<file path="config.mk">
export PLATFORM = sky130hd
export DESIGN_NAME = dotp_unit
export DESIGN_NICKNAME = d
export VERILOG_FILES = /design/src/verilog/dotp_pkg.sv /design/src/verilog/adder_tree.sv /design/src/verilog/adder_tree_layer.sv /design/src/verilog/dotp_decode.sv /design/src/verilog/dotp_execute.sv /design/src/verilog/dotp_result.sv /design/src/verilog/dotp_unit.sv
export SDC_FILE = /design/constraint.sdc
export NUM_CORES = 2
export LEC_CHECK = 0
export ABC_AREA = 1
export BUFFER_PORTS_ARGS = -buffer_cell sky130_fd_sc_hd__buf_4
export CAP_MARGIN = 40
export CORE_ASPECT_RATIO = 1.5
export CORE_MARGIN = 2
export CORE_UTILIZATION = 45
export DETAILED_ROUTE_END_ITERATION = 7
export PLACE_DENSITY_LB_ADDON = 0.05
export SKIP_LAST_GASP = 1
export SLEW_MARGIN = 20
export SYNTH_ARGS = -nofsm -noshare
export SYNTH_HDL_FRONTEND = slang
export SYNTH_SLANG_ARGS = --single-unit
</file>
<file path="constraint.sdc">
create_clock -name clk_i -period 10.3 [get_ports clk_i]
set_input_delay 2.06 -clock clk_i [delete_from_list [all_inputs] [get_ports clk_i]]
set_output_delay 2.06 -clock clk_i [all_outputs]
set_load 0.01 [all_outputs]
</file>
<file path="src/verilog/dotp_pkg.sv">
package dotp_pkg;

    // Datapath sizes
    localparam int NUM_LANES = 8;
    localparam int ELEM_W = 8;
    localparam int PROD_W = 16;
    // Three tree layers on top of the product width
    localparam int SUM_W = 19;
    localparam int ACC_W = 24;
    localparam int TAG_W = 4;

    // Buffering and credits
    localparam int CMD_DEPTH = 4;
    localparam int RES_DEPTH = 4;
    localparam int OUT_CREDITS = 2;

    // Derived pointer and counter widths
    localparam int CMD_PTR_W = $clog2(CMD_DEPTH);
    localparam int RES_PTR_W = $clog2(RES_DEPTH);
    localparam int CRED_W = $clog2(OUT_CREDITS + 1);

    typedef enum logic [1:0] {
        OP_CONFIG = 2'd0,
        OP_DOT    = 2'd1
    } dotp_op_e;

    // Configuration view of the payload
    typedef struct packed {
        logic       is_signed;
        logic [5:0] rsvd;
    } dotp_cfg_t;

    // Dot view of the payload
    typedef struct packed {
        logic [TAG_W-1:0] tag;
        // Add to the running sum instead of restarting it
        logic             chain;
        logic [1:0]       rsvd;
    } dotp_dot_t;

    // Same seven bits, read according to the opcode
    typedef union packed {
        dotp_cfg_t cfg;
        dotp_dot_t dot;
    } dotp_payload_u;

    typedef struct packed {
        dotp_op_e      op;
        dotp_payload_u payload;
    } dotp_cmd_t;

    typedef logic [NUM_LANES-1:0][ELEM_W-1:0] dotp_vec_t;

    typedef struct packed {
        dotp_cmd_t cmd;
        dotp_vec_t a;
        dotp_vec_t b;
    } dotp_req_t;

    // Issue record, mode frozen at pop time
    typedef struct packed {
        dotp_vec_t        a;
        dotp_vec_t        b;
        logic [TAG_W-1:0] tag;
        logic             chain;
        logic             is_signed;
    } dotp_issue_t;

    typedef struct packed {
        logic [TAG_W-1:0]        tag;
        logic signed [ACC_W-1:0] sum;
    } dotp_res_t;

endpackage

</file>
<file path="src/verilog/adder_tree.sv">
`timescale 1ns/10ps

module adder_tree #(
    parameter int NUM_INPUTS = 8,
    parameter int DATAW = 16
) (
    input  logic [DATAW-1:0]                     data [NUM_INPUTS],
    input  logic                                 sign_unsign_n,
    output logic [DATAW+$clog2(NUM_INPUTS)-1:0]  sum
);

    // NUM_INPUTS is a power of two
    localparam int NUM_LAYERS = $clog2(NUM_INPUTS);

    if (NUM_INPUTS == 1) begin : gen_single
        // Nothing to reduce
        assign sum = data[0];
    end else begin : gen_tree
        for (genvar l = 0; l < NUM_LAYERS; l++) begin : gen_layer
            // Inputs halve and width grows by one per layer
            localparam int LAYER_IN = NUM_INPUTS >> l;
            localparam int LAYER_W = DATAW + l;

            logic [LAYER_W-1:0] layer_in [LAYER_IN];
            logic [LAYER_W:0]   layer_out [LAYER_IN/2];

            if (l == 0) begin : gen_first
                assign layer_in = data;
            end else begin : gen_next
                // Previous layer output
                assign layer_in = gen_layer[l-1].layer_out;
            end

            adder_tree_layer #(
                .NUM_INPUTS(LAYER_IN),
                .DATAW     (LAYER_W)
            ) i_adder_tree_layer (
                .data         (layer_in),
                .sign_unsign_n(sign_unsign_n),
                .sum          (layer_out)
            );
        end

        // Last layer leaves a single word
        assign sum = gen_layer[NUM_LAYERS-1].layer_out[0];
    end

endmodule

</file>
<file path="src/verilog/adder_tree_layer.sv">
`timescale 1ns/10ps

module adder_tree_layer #(
    parameter int NUM_INPUTS = 2,
    parameter int DATAW = 8
) (
    input  logic [DATAW-1:0] data [NUM_INPUTS],
    input  logic             sign_unsign_n,
    output logic [DATAW:0]   sum [NUM_INPUTS/2]
);

    // One adder per neighbor pair
    for (genvar i = 0; i < NUM_INPUTS / 2; i++) begin : gen_pair
        logic [DATAW:0] lo_ext;
        logic [DATAW:0] hi_ext;

        // Top bit copied in signed mode, zero otherwise
        assign lo_ext = {sign_unsign_n & data[2*i][DATAW-1], data[2*i]};
        assign hi_ext = {sign_unsign_n & data[2*i+1][DATAW-1], data[2*i+1]};

        // Extra bit means no overflow
        assign sum[i] = lo_ext + hi_ext;
    end

endmodule

</file>
<file path="src/verilog/dotp_decode.sv">
`timescale 1ns/10ps

module dotp_decode (
    input  logic                  clk_i,
    input  logic                  reset,
    input  logic                  req_valid,
    input  dotp_pkg::dotp_req_t   req,
    output logic                  in_credit,
    input  logic                  res_space,
    output logic                  issue_valid,
    output dotp_pkg::dotp_issue_t issue
);
    import dotp_pkg::*;

    // Circular command buffer
    dotp_req_t            cmd_mem [CMD_DEPTH];
    logic [CMD_PTR_W-1:0] wr_ptr;
    logic [CMD_PTR_W-1:0] rd_ptr;
    logic [CMD_PTR_W:0]   count;

    dotp_req_t head;
    logic      head_valid;
    logic      head_is_dot;
    logic      head_is_cfg;
    logic      push;
    logic      pop;
    // Current signed mode
    logic      mode_signed;

    assign head = cmd_mem[rd_ptr];
    assign head_valid = (count != '0);
    assign head_is_dot = (head.cmd.op == OP_DOT);
    assign head_is_cfg = (head.cmd.op == OP_CONFIG);

    // Dots need a result slot, anything else drains at once
    assign pop = head_valid && (!head_is_dot || res_space);
    // Upstream only sends with a credit, full check is a guard
    assign push = req_valid && ((count != (CMD_PTR_W + 1)'(CMD_DEPTH)) || pop);

    // One credit back per consumed command
    assign in_credit = pop;
    assign issue_valid = pop && head_is_dot;

    // Issue record straight from the head
    always_comb begin
        issue.a = head.a;
        issue.b = head.b;
        issue.tag = head.cmd.payload.dot.tag;
        issue.chain = head.cmd.payload.dot.chain;
        issue.is_signed = mode_signed;
    end

    always_ff @(posedge clk_i) begin
        if (push) begin
            cmd_mem[wr_ptr] <= req;
        end
    end

    always_ff @(posedge clk_i) begin
        if (reset) begin
            wr_ptr <= '0;
            rd_ptr <= '0;
            count <= '0;
            mode_signed <= 1'b0;
        end else begin
            if (push) begin
                wr_ptr <= wr_ptr + 1'b1;
            end
            if (pop) begin
                rd_ptr <= rd_ptr + 1'b1;
            end
            case ({push, pop})
                2'b10:   count <= count + 1'b1;
                2'b01:   count <= count - 1'b1;
                default: count <= count;
            endcase
            // Mode change seen by the next popped dot
            if (pop && head_is_cfg) begin
                mode_signed <= head.cmd.payload.cfg.is_signed;
            end
        end
    end

endmodule

</file>
<file path="src/verilog/dotp_execute.sv">
`timescale 1ns/10ps

module dotp_execute (
    input  logic                  clk_i,
    input  logic                  reset,
    input  logic                  issue_valid,
    input  dotp_pkg::dotp_issue_t issue,
    output logic                  exe_valid,
    output dotp_pkg::dotp_res_t   exe_res
);
    import dotp_pkg::*;

    // Stage one, lane products
    logic [NUM_LANES-1:0][PROD_W-1:0] prod_d;
    logic [NUM_LANES-1:0][PROD_W-1:0] prod_q;
    logic                             s1_valid;
    logic [TAG_W-1:0]                 s1_tag;
    logic                             s1_chain;
    logic                             s1_signed;

    // Stage two, tree sum
    logic [PROD_W-1:0] tree_in [NUM_LANES];
    logic [SUM_W-1:0]  tree_sum;
    logic [SUM_W-1:0]  sum_q;
    logic              s2_valid;
    logic [TAG_W-1:0]  s2_tag;
    logic              s2_chain;
    logic              s2_signed;

    // Stage three, accumulator
    logic [ACC_W-1:0] sum_ext;
    logic [ACC_W-1:0] acc_q;
    logic [TAG_W-1:0] s3_tag;

    for (genvar i = 0; i < NUM_LANES; i++) begin : gen_lane
        logic [PROD_W-1:0] a_ext;
        logic [PROD_W-1:0] b_ext;

        // Extend to product width, low half of the product is exact
        assign a_ext = {{(PROD_W - ELEM_W){issue.is_signed & issue.a[i][ELEM_W-1]}},
                        issue.a[i]};
        assign b_ext = {{(PROD_W - ELEM_W){issue.is_signed & issue.b[i][ELEM_W-1]}},
                        issue.b[i]};
        assign prod_d[i] = a_ext * b_ext;
        assign tree_in[i] = prod_q[i];
    end

    // Combinational reduction of the registered products
    adder_tree #(
        .NUM_INPUTS(NUM_LANES),
        .DATAW     (PROD_W)
    ) i_adder_tree (
        .data         (tree_in),
        .sign_unsign_n(s1_signed),
        .sum          (tree_sum)
    );

    // Widen the tree sum by mode
    assign sum_ext = {{(ACC_W - SUM_W){s2_signed & sum_q[SUM_W-1]}}, sum_q};

    assign exe_res.tag = s3_tag;
    assign exe_res.sum = acc_q;

    // Payload registers
    always_ff @(posedge clk_i) begin
        if (issue_valid) begin
            prod_q <= prod_d;
            s1_tag <= issue.tag;
            s1_chain <= issue.chain;
            s1_signed <= issue.is_signed;
        end
        if (s1_valid) begin
            sum_q <= tree_sum;
            s2_tag <= s1_tag;
            s2_chain <= s1_chain;
            s2_signed <= s1_signed;
        end
        if (s2_valid) begin
            s3_tag <= s2_tag;
        end
    end

    // Valid chain and running sum
    always_ff @(posedge clk_i) begin
        if (reset) begin
            s1_valid <= 1'b0;
            s2_valid <= 1'b0;
            exe_valid <= 1'b0;
            acc_q <= '0;
        end else begin
            s1_valid <= issue_valid;
            s2_valid <= s1_valid;
            exe_valid <= s2_valid;
            if (s2_valid) begin
                // Wraps at ACC_W
                acc_q <= s2_chain ? acc_q + sum_ext : sum_ext;
            end
        end
    end

endmodule

</file>
<file path="src/verilog/dotp_result.sv">
`timescale 1ns/10ps

module dotp_result (
    input  logic                clk_i,
    input  logic                reset,
    input  logic                exe_valid,
    input  dotp_pkg::dotp_res_t exe_res,
    input  logic                issue_valid,
    output logic                res_space,
    output logic                out_valid,
    output dotp_pkg::dotp_res_t out_res,
    input  logic                out_credit
);
    import dotp_pkg::*;

    // Result queue
    dotp_res_t            res_mem [RES_DEPTH];
    logic [RES_PTR_W-1:0] wr_ptr;
    logic [RES_PTR_W-1:0] rd_ptr;
    logic [RES_PTR_W:0]   count;

    // Dots issued but not yet out of execute
    logic [RES_PTR_W:0]   inflight;
    logic [RES_PTR_W+1:0] occupied;

    // Output credits held
    logic [CRED_W-1:0] credits;

    logic q_empty;
    logic push;
    logic pop;
    logic bypass;

    assign q_empty = (count == '0);

    // Head visible in the cycle it arrives
    assign out_valid = (!q_empty || exe_valid) && (credits != '0);
    assign out_res = q_empty ? exe_res : res_mem[rd_ptr];

    // Empty queue and a credit, result skips storage
    assign bypass = out_valid && q_empty;
    assign push = exe_valid && !bypass;
    assign pop = out_valid && !q_empty;

    // Every issued dot reserves a slot
    assign occupied = {1'b0, count} + {1'b0, inflight};
    assign res_space = (occupied < (RES_PTR_W + 2)'(RES_DEPTH));

    always_ff @(posedge clk_i) begin
        if (push) begin
            res_mem[wr_ptr] <= exe_res;
        end
    end

    always_ff @(posedge clk_i) begin
        if (reset) begin
            wr_ptr <= '0;
            rd_ptr <= '0;
            count <= '0;
            inflight <= '0;
            credits <= CRED_W'(OUT_CREDITS);
        end else begin
            if (push) begin
                wr_ptr <= wr_ptr + 1'b1;
            end
            if (pop) begin
                rd_ptr <= rd_ptr + 1'b1;
            end
            case ({push, pop})
                2'b10:   count <= count + 1'b1;
                2'b01:   count <= count - 1'b1;
                default: count <= count;
            endcase
            case ({issue_valid, exe_valid})
                2'b10:   inflight <= inflight + 1'b1;
                2'b01:   inflight <= inflight - 1'b1;
                default: inflight <= inflight;
            endcase
            // Spend on send, restore on consumer return
            case ({out_credit, out_valid})
                2'b10:   credits <= credits + 1'b1;
                2'b01:   credits <= credits - 1'b1;
                default: credits <= credits;
            endcase
        end
    end

endmodule

</file>
<file path="src/verilog/dotp_unit.sv">
`timescale 1ns/10ps

module dotp_unit (
    input  logic                clk_i,
    input  logic                reset,
    input  logic                req_valid,
    input  dotp_pkg::dotp_req_t req,
    output logic                in_credit,
    output logic                out_valid,
    output dotp_pkg::dotp_res_t out_res,
    input  logic                out_credit
);
    import dotp_pkg::*;

    // Decode to execute
    logic        issue_valid;
    dotp_issue_t issue;

    // Execute to result
    logic      exe_valid;
    dotp_res_t exe_res;

    // Result back to decode
    logic res_space;

    dotp_decode i_dotp_decode (
        .clk_i      (clk_i),
        .reset      (reset),
        .req_valid  (req_valid),
        .req        (req),
        .in_credit  (in_credit),
        .res_space  (res_space),
        .issue_valid(issue_valid),
        .issue      (issue)
    );

    // Fixed three cycle latency, never stalls
    dotp_execute i_dotp_execute (
        .clk_i      (clk_i),
        .reset      (reset),
        .issue_valid(issue_valid),
        .issue      (issue),
        .exe_valid  (exe_valid),
        .exe_res    (exe_res)
    );

    dotp_result i_dotp_result (
        .clk_i      (clk_i),
        .reset      (reset),
        .exe_valid  (exe_valid),
        .exe_res    (exe_res),
        .issue_valid(issue_valid),
        .res_space  (res_space),
        .out_valid  (out_valid),
        .out_res    (out_res),
        .out_credit (out_credit)
    );

endmodule

</file>
==> impl_metrics.tcl <==
set metrics [dict create \
    ys_ff_latch 866 \
    setup_violations 0 \
    synthesis.nets 7007 \
    core_area_um2 133000 \
    crit_arrival_ns 7.73 \
    clk_pin_slew_worst_paths_ns 0.06 \
    row_count 164 \
    grt_setup_unrepaired "false" \
    hold_class "reg -> reg" \
    num-nets-final 7179 \
    grt_pass1_wl_mm 235 \
    period_share_pct 70.9 \
    cts-root-buf "clkbuf_16" \
    portBuffers 168 \
    crit_type "reg -> reg" \
    worstRegToRegCells 26 \
    netlist_top_cells_area "edfxtp_1, fa_1, ha_1" \
    tns_ns 0 \
    htreeDepth 3 \
    r2r_slack_ns 2.99 \
    drc 0 \
    die_w_um 303 \
    synth_flop_cell "edfxtp_1" \
    syn_avg_cell_area_um2 10.2 \
    grt_max_degree 108 \
    postCtsSetupBuffers 0 \
    initial_core_util_pct 45.4 \
    yosysUniqueCellTypes 53 \
    via_per_inst 5.10 \
    ctsHoldBuffers 0 \
    dpl_cell_area_um2 63900 \
    worst_slack_ns 2.99 \
    slew_viol_final 0 \
    endpoint "i_dotp_execute.prod_q[79]" \
    drt-total-wl_mm 150 \
    hold_violations 0 \
    grt.overflow.total 0 \
    clkLatencyLatePin_ns 0.73 \
    grt_pass1_vias 41700 \
    grt_antenna_before_repair 13 \
    cp-end-kind "flop" \
    synth_top_area_cell "edfxtp_1" \
    die-area_um2 137000 \
    dp_hpwl_mm 116 \
    netlist_instances 5935 \
    critPathMaxFanout 97 \
    area.growth.synth_to_final_pct 10.5 \
    numCtsBuffers 87 \
    max_freq_mhz 137 \
    wl_per_cell_um 19.0 \
    hp-start "i_dotp_execute.s2_tag[3]" \
    drtPass1Iterations 5 \
    fin_worst_skew_ns 0.0539 \
    fin_util_pct 50.1 \
    cts_buffer_depth 3 \
    pre_cts_ws_ns 3.01 \
    die-height_um 453 \
    r2r-end "i_dotp_execute.prod_q[79]" \
    gp_congestion 0.923 \
    cts_tree "done" \
    ys_warn_count 0 \
    drive_gt1_share_pct 7.96 \
    clock-sinks 866 \
    fillers 12300 \
    worst_pin_slew_ns 0.965 \
    critPathRequiredTime_ns 10.72 \
    cts_resized 0 \
    status "finished, final reports clean" \
    io_pins 171 \
    drt-initial-drc-count 2166 \
    synth_area_um2 60500 \
    start_kind "flop" \
    ant_nets 0 \
    synth-edff-count 815 \
    dr_total_vias 40400 \
    cap_violations 0 \
    track_usage_pct 22.4 \
    async_flop_share_pct 0 \
    period_needed_ns 7.31 \
    design_area_um2 66800 \
    slew_headroom_pct 35.7 \
    synth_seq_area_share_pct 42.1 \
    yosys.area.top_type_share_pct 40.5 \
]
sequential cells by signal, indices dropped and copies added, names as in the netlist, 4 cells and up, named ones only:
name,cells
i_dotp_result.res_mem,112
i_dotp_execute.acc_q,24
i_dotp_decode.cmd_mem,540
i_dotp_execute.sum_q,19
i_dotp_execute.s1_tag,4
i_dotp_execute.s3_tag,4
i_dotp_execute.s2_tag,4
i_dotp_execute.prod_q,128
synthesized netlist by cell type (20+ instances only):
library cell  number
xor2_1           151
a32oi_1           35
inv_2             32
nand3_1          120
fa_1             515
buf_2             50
o21ai_0          183
nor3_1            20
nor2_1           658
inv_1           1003
a31oi_1           45
nand2_1         1073
ha_1             416
dfxtp_1           51
a21oi_1          378
a32oi_2           70
xnor2_1           97
clkbuf_1          55
edfxtp_1         815
per-layer routing:
layer | routed length [µm] | vias to the layer above | GRT usage, % | part of all wire [%]
met5 | 69 | - | 0 | 0.046
met4 | 3960 | 10 | 6.55 | 2.6
met3 | 6050 | 183 | 3.13 | 4.0
met2 | 77700 | 662 | 41.0 | 52
met1 | 62700 | 19800 | 27.2 | 42
li1 | - | 19700 | - | -
worst min path at each step:
stage | to | depth (start not counted)
after global placement | i_dotp_execute.s3_tag[1] | 0
after CTS | i_dotp_execute.s3_tag[1] | 0
after floorplan | i_dotp_execute.s2_chain | 0
final | i_dotp_execute.s3_tag[3] | 0
after global routing | i_dotp_execute.s2_tag[3] | 0
after detailed placement | i_dotp_execute.s2_tag[3] | 0
through the flow:
step / instances / hold WS (ns)
after floorplan: 5935 / 0.400
after global placement: 7751 / 0.402
after detailed placement: 7761 / 0.406
after CTS: 7924 / 0.419
after global routing: 7925 / 0.424
final: 7925 / 0.419
cell usage in the layout, fill, tap and decap left out, types with 20 or more instances in the layout:
master     Yosys  final
a21oi_1      378    378
a31oi_1       45     45
a32oi_1       35     35
a32oi_2       70     70
buf_4          9    194
clkbuf_16      0     87
dfxtp_1       51     48
edfxtp_1     815    815
fa_1         515    515
ha_1         416    416
inv_1       1003   1000
inv_2         32     31
nand2_1     1073   1073
nand3_1      120    120
nor2_1       658    650
nor3_1        20     20
o21ai_0      183    183
xnor2_1       97     97
xor2_1       151    151
area by class of cell:
class	instances	area, µm²	area share [%]
inverters	1037	3910	5.85
flip-flops and latches	866	25500	38.2
repair buffers	210	1790	2.68
clock inverters	60	667	0.998
clock buffers	103	2250	3.36
diodes	1	2.50	0.00374
well taps	1743	2180	3.26
multi-input cells	3905	30500	45.7
cell families after synthesis:
family	after synthesis	synth area share, %
xor gates and xnor gates	248	3.59
and+or+nand+nor	1922	12.5
DFF	866	42.1
AOI/OAI and AO/OA	804	8.71
adders and majority gates	931	25.6
buffers and inverters	1164	7.46
critical path: stages, from the launching register on:
cell,delay [ns]
dfxtp_4,0.49
inv_8,0.50
buf_12,0.35
nand2_1,0.13
a32oi_2,0.55
inv_1,0.20
nor2_1,0.32
inv_1,0.10
fa_1,0.48
inv_1,0.06
fa_1,0.50
inv_1,0.06
fa_1,0.55
inv_1,0.05
fa_1,0.47
inv_1,0.05
fa_1,0.49
inv_1,0.04
ha_1,0.35
a21o_1,0.16
nand2_1,0.05
and3_1,0.19
o21ai_0,0.27
a21oi_1,0.11
nor2_1,0.10
nor2_1,0.05
xor2_1,0.15
Power is not shown: default switching activity piles up to over one toggle a cycle in this logic, so the estimate is an artifact.
